`config.mk`:
```
export PLATFORM = sky130hd
export DESIGN_NAME = pc_unit
export DESIGN_NICKNAME = d
export VERILOG_FILES = /design/src/design/cpu_bus_pkg.sv /design/src/design/pc_ctrl_pkg.sv /design/src/design/pc_cmd_decode.sv /design/src/design/pc_byte_slice.sv /design/src/design/pc_bus_drive.sv /design/src/design/pc_unit.sv
export SDC_FILE = /design/constraint.sdc
export NUM_CORES = 1
export LEC_CHECK = 0
export BUFFER_PORTS_ARGS = -buffer_cell sky130_fd_sc_hd__buf_4
export CAP_MARGIN = 20
export CORE_MARGIN = 2
export CORE_UTILIZATION = 30
export CTS_BUF_LIST = sky130_fd_sc_hd__clkbuf_4 sky130_fd_sc_hd__clkbuf_8 sky130_fd_sc_hd__clkbuf_16
export CTS_CLUSTER_SIZE = 16
export DETAILED_ROUTE_END_ITERATION = 7
export HOLD_SLACK_MARGIN = 0.15
export PLACE_DENSITY = 0.67
export REMOVE_ABC_BUFFERS = 1
export SLEW_MARGIN = 0
export SYNTH_ARGS = -nofsm -noshare
export SYNTH_HDL_FRONTEND = slang
export SYNTH_SLANG_ARGS = --single-unit
```
`constraint.sdc`:
```
create_clock -name phi2 -period 2.85 [get_ports phi2]
set_input_delay 0.57 -clock phi2 [delete_from_list [all_inputs] [get_ports phi2]]
set_output_delay 0.57 -clock phi2 [all_outputs]
set_load 0.01 [all_outputs]
```
`src/design/cpu_bus_pkg.sv`:
```
`default_nettype none

package cpu_bus_pkg;

	// One byte on ADL, ADH or DB
	typedef logic [7:0] bus_byte_t;

	// Value shown on a bus that nobody drives
	localparam bus_byte_t BUS_IDLE = 8'h00;

	// Pattern that lets an incoming carry ripple through a byte
	localparam bus_byte_t BUS_ONES = 8'hff;

	// Undriven outputs read as BUS_IDLE instead of floating
	function automatic bus_byte_t bus_gate(
		input logic en,
		input bus_byte_t value
	);
		bus_byte_t gated;
		gated = BUS_IDLE;
		if (en) begin
			gated = value;
		end
		return gated;
	endfunction

	// Lookahead term of PCLC/PCHC
	function automatic logic byte_carry(
		input logic carry_in,
		input bus_byte_t value
	);
		return carry_in && (value == BUS_ONES);
	endfunction

endpackage

`default_nettype wire

```
`src/design/pc_ctrl_pkg.sv`:
```
`default_nettype none

package pc_ctrl_pkg;

	// Widest program counter that the command format can address
	localparam int MAX_PC_BYTES = 4;

	// Width of the data bus byte index
	localparam int DB_SEL_W = 2;

	// One transfer command, valid only with its strobe
	typedef struct packed {
		logic                    inc;        // Add one
		logic [MAX_PC_BYTES-1:0] load_mask;  // Byte k takes its address bus
		logic                    addr_drive; // All bytes onto their address buses
		logic                    db_drive;   // One byte onto DB
		logic [DB_SEL_W-1:0]     db_sel;     // Which byte goes onto DB
	} pc_cmd_t;

	// Control of one byte slice for the current cycle
	typedef struct packed {
		logic load_ad;  // ADx -> PCx instead of PCx -> PCx
		logic drive_ad; // PCx -> ADx
	} pc_xfer_t;

	// Slice state when no command is strobed
	localparam pc_xfer_t XFER_IDLE = '{
		load_ad:  1'b0,
		drive_ad: 1'b0
	};

	// Spread a strobed command into the control of byte idx
	function automatic pc_xfer_t xfer_for_byte(
		input logic    valid,
		input pc_cmd_t cmd,
		input int      idx
	);
		pc_xfer_t xfer;
		xfer = XFER_IDLE;
		if (valid) begin
			xfer.load_ad  = cmd.load_mask[idx];
			xfer.drive_ad = cmd.addr_drive;
		end
		return xfer;
	endfunction

	// Mask of the load bits that a counter of num_bytes may use
	function automatic logic [MAX_PC_BYTES-1:0] legal_load_mask(input int num_bytes);
		return (MAX_PC_BYTES)'((1 << num_bytes) - 1);
	endfunction

endpackage

`default_nettype wire

```
`src/design/pc_cmd_decode.sv`:
```
`default_nettype none

module pc_cmd_decode
	import pc_ctrl_pkg::*;
#(
	parameter int NUM_BYTES = 2
) (
	input  wire logic                       phi2,
	input  wire logic                       rst_n,
	input  wire logic                       cmd_valid,
	input  wire pc_cmd_t                    cmd,
	output pc_xfer_t        [NUM_BYTES-1:0] xfer,
	output logic                            carry_in,
	output logic            [DB_SEL_W-1:0]  db_sel,
	output logic                            db_en
);

	logic [MAX_PC_BYTES-1:0] load_legal;
	logic [MAX_PC_BYTES-1:0] load_stray;

	// Per-byte control, all idle without a strobe
	for (genvar k = 0; k < NUM_BYTES; k++) begin : g_xfer
		assign xfer[k] = xfer_for_byte(cmd_valid, cmd, k);
	end

	// Increment enters at the low byte only
	assign carry_in = cmd_valid && cmd.inc;

	always_comb begin
		db_en  = 1'b0;
		db_sel = '0;
		if (cmd_valid) begin
			db_en  = cmd.db_drive;
			db_sel = cmd.db_sel;
		end
	end

	// Load bits for bytes that this counter does not have
	assign load_legal = legal_load_mask(NUM_BYTES);
	assign load_stray = cmd.load_mask & ~load_legal;

	a_num_bytes: assert property (
		@(posedge phi2)
		(NUM_BYTES >= 1) && (NUM_BYTES <= MAX_PC_BYTES)
	) else $error("NUM_BYTES %0d outside 1..%0d", NUM_BYTES, MAX_PC_BYTES);

	// Bus driver relies on this for its DB mux
	a_db_sel: assert property (
		@(posedge phi2) disable iff (!rst_n)
		cmd_valid && cmd.db_drive |-> (int'(cmd.db_sel) < NUM_BYTES)
	) else $error("db_sel %0d beyond %0d bytes", cmd.db_sel, NUM_BYTES);

	// A stray bit would be dropped silently by the slices
	a_load_mask: assert property (
		@(posedge phi2) disable iff (!rst_n)
		cmd_valid |-> (load_stray == '0)
	) else $error("load_mask %b beyond %0d bytes", cmd.load_mask, NUM_BYTES);

endmodule

`default_nettype wire

```
`src/design/pc_byte_slice.sv`:
```
`default_nettype none

module pc_byte_slice
	import cpu_bus_pkg::*;
	import pc_ctrl_pkg::*;
(
	input  wire logic      phi2,
	input  wire logic      rst_n,
	input  wire pc_xfer_t  xfer,
	input  wire bus_byte_t ad_in,
	input  wire logic      carry_in,
	output logic           carry_out,
	output bus_byte_t      pc_byte,
	output logic           drive_ad
);

	bus_byte_t pc_sel;  // PCLS/PCHS
	bus_byte_t pc_next;
	bus_byte_t pc_q;    // PCL/PCH

	// Select stage, bus load or hold
	always_comb begin
		pc_sel = pc_q;
		if (xfer.load_ad) begin
			pc_sel = ad_in;
		end
	end

	// Carry is taken from the selected value, not from the register
	assign carry_out = byte_carry(carry_in, pc_sel);

	assign pc_next = pc_sel + bus_byte_t'(carry_in); // Wraps mod 256

	always_ff @(posedge phi2 or negedge rst_n) begin
		if (!rst_n) begin
			pc_q <= '0;
		end else begin
			pc_q <= pc_next;
		end
	end

	assign pc_byte  = pc_q;
	assign drive_ad = xfer.drive_ad;

	// A carry out means this byte wrapped to 00 at the edge
	a_carry_wrap: assert property (
		@(posedge phi2) disable iff (!rst_n)
		carry_out |-> carry_in ##1 (pc_q == '0)
	) else $error("carry out without carry in or without wrap, byte %h", pc_q);

endmodule

`default_nettype wire

```
`src/design/pc_bus_drive.sv`:
```
`default_nettype none

module pc_bus_drive
	import cpu_bus_pkg::*;
	import pc_ctrl_pkg::*;
#(
	parameter int NUM_BYTES = 2
) (
	input  wire bus_byte_t [NUM_BYTES-1:0] pc_bytes,
	input  wire logic      [NUM_BYTES-1:0] drive_ad,
	input  wire logic      [DB_SEL_W-1:0]  db_sel,
	input  wire logic                      db_en,
	output bus_byte_t      [NUM_BYTES-1:0] ad_out,
	output logic           [NUM_BYTES-1:0] ad_out_en,
	output bus_byte_t                      db_out,
	output logic                           db_out_en
);

	bus_byte_t db_byte;

	// Each byte owns its address bus
	for (genvar k = 0; k < NUM_BYTES; k++) begin : g_ad
		assign ad_out[k] = bus_gate(drive_ad[k], pc_bytes[k]);
	end

	assign ad_out_en = drive_ad;

	// DB mux, an index past the top byte selects nothing
	always_comb begin
		db_byte = BUS_IDLE;
		for (int k = 0; k < NUM_BYTES; k++) begin
			if (int'(db_sel) == k) begin
				db_byte = pc_bytes[k];
			end
		end
	end

	assign db_out    = bus_gate(db_en, db_byte);
	assign db_out_en = db_en;

	// Decoder must never enable DB with a missing byte
	always_comb begin
		if (db_out_en) begin
			a_db_range: assert (int'(db_sel) < NUM_BYTES)
			else $error("DB enabled for byte %0d of %0d", db_sel, NUM_BYTES);
		end
	end

endmodule

`default_nettype wire

```
`src/design/pc_unit.sv`:
```
`default_nettype none

module pc_unit
	import cpu_bus_pkg::*;
	import pc_ctrl_pkg::*;
#(
	parameter int NUM_BYTES = 2
) (
	input  wire logic                      phi2,
	input  wire logic                      rst_n,
	input  wire logic                      cmd_valid,
	input  wire pc_cmd_t                   cmd,
	input  wire bus_byte_t [NUM_BYTES-1:0] ad_in,
	output bus_byte_t      [NUM_BYTES-1:0] ad_out,
	output logic           [NUM_BYTES-1:0] ad_out_en,
	output bus_byte_t                      db_out,
	output logic                           db_out_en
);

	pc_xfer_t  [NUM_BYTES-1:0] xfer;
	logic      [NUM_BYTES:0]   carry;    // Top bit is the whole counter wrapping
	bus_byte_t [NUM_BYTES-1:0] pc_bytes;
	logic      [NUM_BYTES-1:0] drive_ad;
	logic      [DB_SEL_W-1:0]  db_sel;
	logic                      db_en;

	pc_cmd_decode #(
		.NUM_BYTES(NUM_BYTES)
	) i_decode (
		.phi2     (phi2),
		.rst_n    (rst_n),
		.cmd_valid(cmd_valid),
		.cmd      (cmd),
		.xfer     (xfer),
		.carry_in (carry[0]),
		.db_sel   (db_sel),
		.db_en    (db_en)
	);

	// Byte 0 is PCL on ADL, byte 1 is PCH on ADH
	for (genvar k = 0; k < NUM_BYTES; k++) begin : g_byte
		pc_byte_slice i_slice (
			.phi2     (phi2),
			.rst_n    (rst_n),
			.xfer     (xfer[k]),
			.ad_in    (ad_in[k]),
			.carry_in (carry[k]),
			.carry_out(carry[k+1]),
			.pc_byte  (pc_bytes[k]),
			.drive_ad (drive_ad[k])
		);
	end

	pc_bus_drive #(
		.NUM_BYTES(NUM_BYTES)
	) i_drive (
		.pc_bytes (pc_bytes),
		.drive_ad (drive_ad),
		.db_sel   (db_sel),
		.db_en    (db_en),
		.ad_out   (ad_out),
		.ad_out_en(ad_out_en),
		.db_out   (db_out),
		.db_out_en(db_out_en)
	);

endmodule

`default_nettype wire

```
# ---- Word level (Yosys, flattened, before mapping)
# Cells that the tools add are included.
dict set report classes {
  add_sub_neg 2
  multipliers 0
  n_div 0
  magnitude_cmp 0
  eq_ne 2
  shift 0
  n_mux 11
  n_bitwise 0
  n_reduce_logical 3
}
# operator n
set ops {}
lappend ops {{8-bit 2-to-1 mux} 7}
lappend ops {{8-bit by 1-bit adder with 8-bit output} 2}
lappend ops {{8-bit == test, second input constant} 1}
lappend ops {{2-bit 2-to-1 mux} 3}
lappend ops {{2-bit == test, second input constant} 1}
lappend ops {{1-bit logical AND} 2}
lappend ops {{2-bit logical NOT} 1}
lappend ops {{1-bit 2-to-1 mux} 1}
dict set report word_totals {
  regBits 16
  latchBits 0
  ramBits 0
  romBits 0
  inputBits 28
  out_inout_bits 27
  n_memories 0
}

# ---- Depth between registers and ports, before layout
dict set report depth {
  depth_word 5
  mapped_depth 10
}

# ---- By module
# From an unflattened synthesis, not the netlist that was laid out.
dict set report unflattened {
  cells_unflattened 138
  hier_area_um2 1315.0
}
# mod instances cells_per_inst area_per_inst_um2
set by_module_without_submodules {}
lappend by_module_without_submodules {pc_byte_slice 2 46 504.2}
lappend by_module_without_submodules {pc_bus_drive 1 38 255.2}
lappend by_module_without_submodules {pc_cmd_decode 1 8 51.3}

# ---- Worst setup path before layout
# No wires, ideal clock.
dict set report synth_path {
  path_kind {input -> register}
  startpoint {in ad_in[4] in the netlist's numbering}
  endpoint {reg g_byte[1].i_slice.pc_q[7]}
  setup_time_ns 0.127
  arrival_ns 2.618
  t_required_ns 2.723
  setup_slack_ns 0.105
  cell_stages 9
  path_buffers 0
  path_cell_list {and4_1 -> a22oi_1 -> or4b_1 -> a211oi_2 -> ha_1 -> nand3_1 -> or3b_2 -> a22oi_1 -> xnor2_1}
}
dict set report synth_via {
  elab_chain_cells 4
}
# element line
set synth_rtl {}
lappend synth_rtl {{start, declared} pc_unit.sv:13} ;# input wire bus_byte_t [NUM_BYTES-1:0] ad_in,
lappend synth_rtl {{8-bit 2-to-1 mux} pc_byte_slice.sv:24} ;# if (xfer.load_ad) begin
lappend synth_rtl {{8-bit == test} cpu_bus_pkg.sv:32} ;# return carry_in && (value == BUS_ONES);
lappend synth_rtl {{1-bit logical AND} cpu_bus_pkg.sv:32}
lappend synth_rtl {{8-bit by 1-bit adder with 8-bit output} pc_byte_slice.sv:32} ;# assign pc_next = pc_sel + bus_byte_t'(carry_in);
lappend synth_rtl {{named net g_byte[1].i_slice.pc_next[7]} pc_byte_slice.sv:18} ;# bus_byte_t pc_next;
lappend synth_rtl {{end signal, assigned} pc_byte_slice.sv:38} ;# pc_q <= pc_next;
lappend synth_rtl {{end, declared} pc_byte_slice.sv:19} ;# bus_byte_t pc_q;
# The timed path passes the listed nets, and every way through them passes these cells.

# ---- Final worst setup path
dict set report layout_path {
  startpoint {in cmd_valid}
  endpoint {reg g_byte[1].i_slice.pc_q[7]}
}
dict set report layout_via {
  elab_chain_cells 5
  word_cells_on_any_way 8
  cone_classes {add/sub (1); eq/ne (1); mux (4); reduce/logical (2)}
}
# element line
set layout_rtl {}
lappend layout_rtl {{start, declared} pc_unit.sv:11} ;# input wire logic cmd_valid,
lappend layout_rtl {{2-bit 2-to-1 mux} pc_ctrl_pkg.sv:40} ;# if (valid) begin
lappend layout_rtl {{8-bit 2-to-1 mux} pc_byte_slice.sv:24}
lappend layout_rtl {{8-bit == test} cpu_bus_pkg.sv:32}
lappend layout_rtl {{1-bit logical AND} cpu_bus_pkg.sv:32}
lappend layout_rtl {{8-bit by 1-bit adder with 8-bit output (*)} pc_byte_slice.sv:32}
lappend layout_rtl {{named net g_byte[1].i_slice.pc_next[7]} pc_byte_slice.sv:18}
# The timed path passes the listed nets; every way through them passes the cells marked *.

==> load_flow_metrics.sql <==
INSERT INTO impl_metrics (metric_group, metric, value, unit) VALUES
('clocking', 'ctsRootBufferMaster', 'sky130_fd_sc_hd__clkbuf_8', ''),
('die', 'placement_rows', '23', ''),
('power', 'internal_power', '575', 'uW'),
('cells_and_area', 'design.final.nets', '234', ''),
('detailed_routing', 'post-route-drc-count', '0', ''),
('yosys', 'synth_flop_cell', 'sky130_fd_sc_hd__dfrtp_1', ''),
('placed_design', 'port-buffer-count', '52', ''),
('detailed_routing', 'average_detailed_routed_wire_length_per_instance', '13.9', 'um'),
('critical_path', 'worst-path-max-fanout', '3', ''),
('sta', 'setup_viol_count_final', '0', ''),
('yosys', 'yosys-top-cells-area', 'sky130_fd_sc_hd__dfrtp_1, sky130_fd_sc_hd__mux2i_1, sky130_fd_sc_hd__and3_1', ''),
('sta', 'fmax', '0.370', 'GHz'),
('detailed_routing', 'drt_wl_total', '3480', 'um'),
('critical_path', 'timing.critical_path.from_type', 'primary input', ''),
('sta', 'setup_total_negative_slack', '0', 'ns'),
('grt', 'grt_antenna_before_repair', '0', ''),
('clocking', 'clkTransAtPathRegs', '0.07', 'ns'),
('critical_path', 'crit_buf_inv', '1', ''),
('clocking', 'cts_buffers', '3', ''),
('die', 'floorplan.initialDensity', '0.315', ''),
('power', 'clock_power_share', '0.235', ''),
('clocking', 'htreeDepth', '1', ''),
('placed_design', 'dp_hpwl', '2730', 'um'),
('cells_and_area', 'final_layout_size_suffix_gt1_frac', '0.415', ''),
('grt', 'grt_start_max_net_pins', '23', ''),
('grt', 'grt_first_pass_wirelength', '5940', 'um'),
('sta', 'worstMarginPinSlew', '0.342', 'ns'),
('power', 'power.static_leakage', '0.000954', 'uW'),
('sta', 'rsz_0062_raised_after_global_routing', 'false', ''),
('yosys', 'synthesis.area', '1280', 'um2'),
('yosys', 'seq_area_frac_synth', '0.313', ''),
('placed_design', 'dp.cells', '246', ''),
('sta', 'final_hold_viol_count', '0', ''),
('die', 'die_height', '69.3', 'um'),
('power', 'power.sequential.fraction', '0.403', ''),
('power', 'pwr-share-comb', '0.361', ''),
('power', 'power.density_cell_area', '463', 'nW/um2'),
('yosys', 'synth_top_area_cell', 'sky130_fd_sc_hd__dfrtp_1', ''),
('yosys', 'yosys-top-cells-count', 'sky130_fd_sc_hd__and3_1, sky130_fd_sc_hd__mux2i_1, sky130_fd_sc_hd__dfrtp_1', ''),
('critical_path', 'r2r-start', 'g_byte[0].i_slice.pc_byte[5]$_DFF_PN0_', ''),
('power', 'p_sw', '285', 'uW'),
('critical_path', 'reg2reg_setup_slack', '0.23', 'ns'),
('yosys', 'post_synth_num_cell_types', '30', ''),
('clocking', 'cts_buffer_depth', '2', ''),
('sta', 'layout_worst_path_cycle_share', '0.947', ''),
('clocking', 'clk-insertion-delay-late', '0.25', 'ns'),
('flow_run', 'cap_violations', '0', ''),
('clocking', 'cts_tree', 'done', ''),
('placed_design', 'gpl.final_weighted_congestion', '0.870', ''),
('power', 'proportion_of_total_power_due_to_net_switching', '0.331', ''),
('yosys', 'synthCells', '138', ''),
('yosys', 'synth-edff-count', '0', ''),
('cells_and_area', 'syn2layout_area_growth', '45.4', '%'),
('cells_and_area', 'instances_no_fill', '250', ''),
('die', 'fp.dieArea', '4810', 'um2'),
('sta', 'skew', '0.00152', 'ns'),
('hold_path', 'min-delay-path-class', 'primary input to asynchronous set/reset pin', ''),
('sta', 'hold_slack', '0.173', 'ns'),
('critical_path', 'worst_path_dominant_cell_family', 'simple AND/OR/NAND/NOR gates', ''),
('status', 'run_status', 'finished clean', ''),
('sta', 'fin_crit', '2.70', 'ns'),
('detailed_routing', 'drt.antenna.violating_nets', '0', ''),
('critical_path', 'r2r.worst_path.cells', '9', ''),
('yosys', 'avgSynthCellArea', '9.28', 'um2'),
('cells_and_area', 'largest_register_ff_count', '16', ''),
('clocking', 'cts_num_sinks', '16', ''),
('critical_path', 'critical_path.cell_chain', 'buf_4 > and4_1 > a22oi_1 > or4b_1 > a211oi_2 > ha_2 > nand3_1 > or3b_4 > a22oi_2 > xnor2_1', ''),
('sta', 'timing_max_transition_violations_final', '0', ''),
('critical_path', 'timing.critical_path.slowest_stage_cell', 'sky130_fd_sc_hd__or4b_1', ''),
('yosys', 'yosys.area.top_type_share', '0.313', ''),
('die', 'fp.coreArea', '4060', 'um2');
-- cells by family after synthesis --
group           synth area share
mux                        0.176
flops                      0.313
simple gates               0.272
xor+xnor                   0.103
compound gates            0.0489
fa+ha+maj                 0.0489
buf+inv                   0.0391
-- worst max path at each step --
stage	start	to	slack, ns	depth (start not counted)
after floorplan	cmd_valid	g_byte[1].i_slice.pc_byte[7]$_DFF_PN0_	-0.1	9
after detailed placement	cmd_valid	g_byte[1].i_slice.pc_byte[7]$_DFF_PN0_	-0.15	10
after CTS	cmd_valid	g_byte[1].i_slice.pc_byte[7]$_DFF_PN0_	0.10	10
final	cmd_valid	g_byte[1].i_slice.pc_byte[7]$_DFF_PN0_	0.15	10
after global placement	cmd_valid	g_byte[1].i_slice.pc_byte[7]$_DFF_PN0_	-0.13	10
after global routing	cmd_valid	g_byte[1].i_slice.pc_byte[7]$_DFF_PN0_	0.03	10
-- metal layers --
metal / up-vias / GRT usage / wire length [um]
li1: 623 / - / -
met1: 582 / 0.208 / 1650
met2: 45 / 0.235 / 1580
met3: 4 / 0.0305 / 212
met4: 0 / 0.0392 / 40
met5: - / 0 / 0
-- area by class of cell --
cell class / count / area [um2]
repair buffers: 67 / 503
well taps: 50 / 62.6
multi-input cells: 113 / 840
fillers: 424 / 2200
clock buffers: 4 / 55.1
flip-flops and latches: 16 / 400
-- what timing repair did --
item | CTS | global route
hold buffers | 0 | 0
resized for setup | 0 | 3
setup endpoints to repair | 0 | 1
-- placed cells by master (no fill, tap or decap), types with 2 or more instances in the layout --
| cell | instances |
|---|---|
| sky130_fd_sc_hd__nand3_1 | 11 |
| sky130_fd_sc_hd__mux2_2 | 4 |
| sky130_fd_sc_hd__mux2i_1 | 18 |
| sky130_fd_sc_hd__xor2_1 | 5 |
| sky130_fd_sc_hd__o21ai_0 | 2 |
| sky130_fd_sc_hd__nand4_1 | 3 |
| sky130_fd_sc_hd__xnor2_1 | 10 |
| sky130_fd_sc_hd__buf_4 | 67 |
| sky130_fd_sc_hd__nand2_1 | 7 |
| sky130_fd_sc_hd__clkbuf_8 | 4 |
| sky130_fd_sc_hd__and4_1 | 2 |
| sky130_fd_sc_hd__ha_1 | 4 |
| sky130_fd_sc_hd__and3_1 | 19 |
| sky130_fd_sc_hd__nor2_1 | 11 |
| sky130_fd_sc_hd__dfrtp_1 | 16 |
| sky130_fd_sc_hd__o22ai_1 | 2 |
| sky130_fd_sc_hd__and2_2 | 2 |
-- power groups by stage --
stage          Sequential (uW)  Clock, uW  Combinational, uW
3_3_place_gp               349          0                308
4_1_cts                    346        207                314
5_1_grt                    355        219                343
2_1_floorplan              330          0                166
6_report                   347        203                311
3_5_place_dp               352          0                312
-- through the flow --
step | setup slack, ns | utilization | cell area [um2]
2_1_floorplan | -0.0961 | - | 1230
3_3_place_gp | -0.126 | 0.442 | 1800
3_5_place_dp | -0.149 | 0.442 | 1800
4_1_cts | 0.102 | 0.456 | 1850
5_1_grt | 0.0295 | 0.459 | 1860
6_report | 0.150 | 0.459 | 1860
-- worst reg2reg max path, stage by stage, from the launching register on --
cell                       delay [ns]
sky130_fd_sc_hd__dfrtp_1         0.40
sky130_fd_sc_hd__and3_1          0.19
sky130_fd_sc_hd__a22oi_1         0.09
sky130_fd_sc_hd__or4b_1          0.54
sky130_fd_sc_hd__a211oi_2        0.25
sky130_fd_sc_hd__ha_2            0.22
sky130_fd_sc_hd__nand3_1         0.13
sky130_fd_sc_hd__or3b_4          0.43
sky130_fd_sc_hd__a22oi_2         0.17
sky130_fd_sc_hd__xnor2_1         0.13
Note: power is estimated with default switching activity, not from simulation.
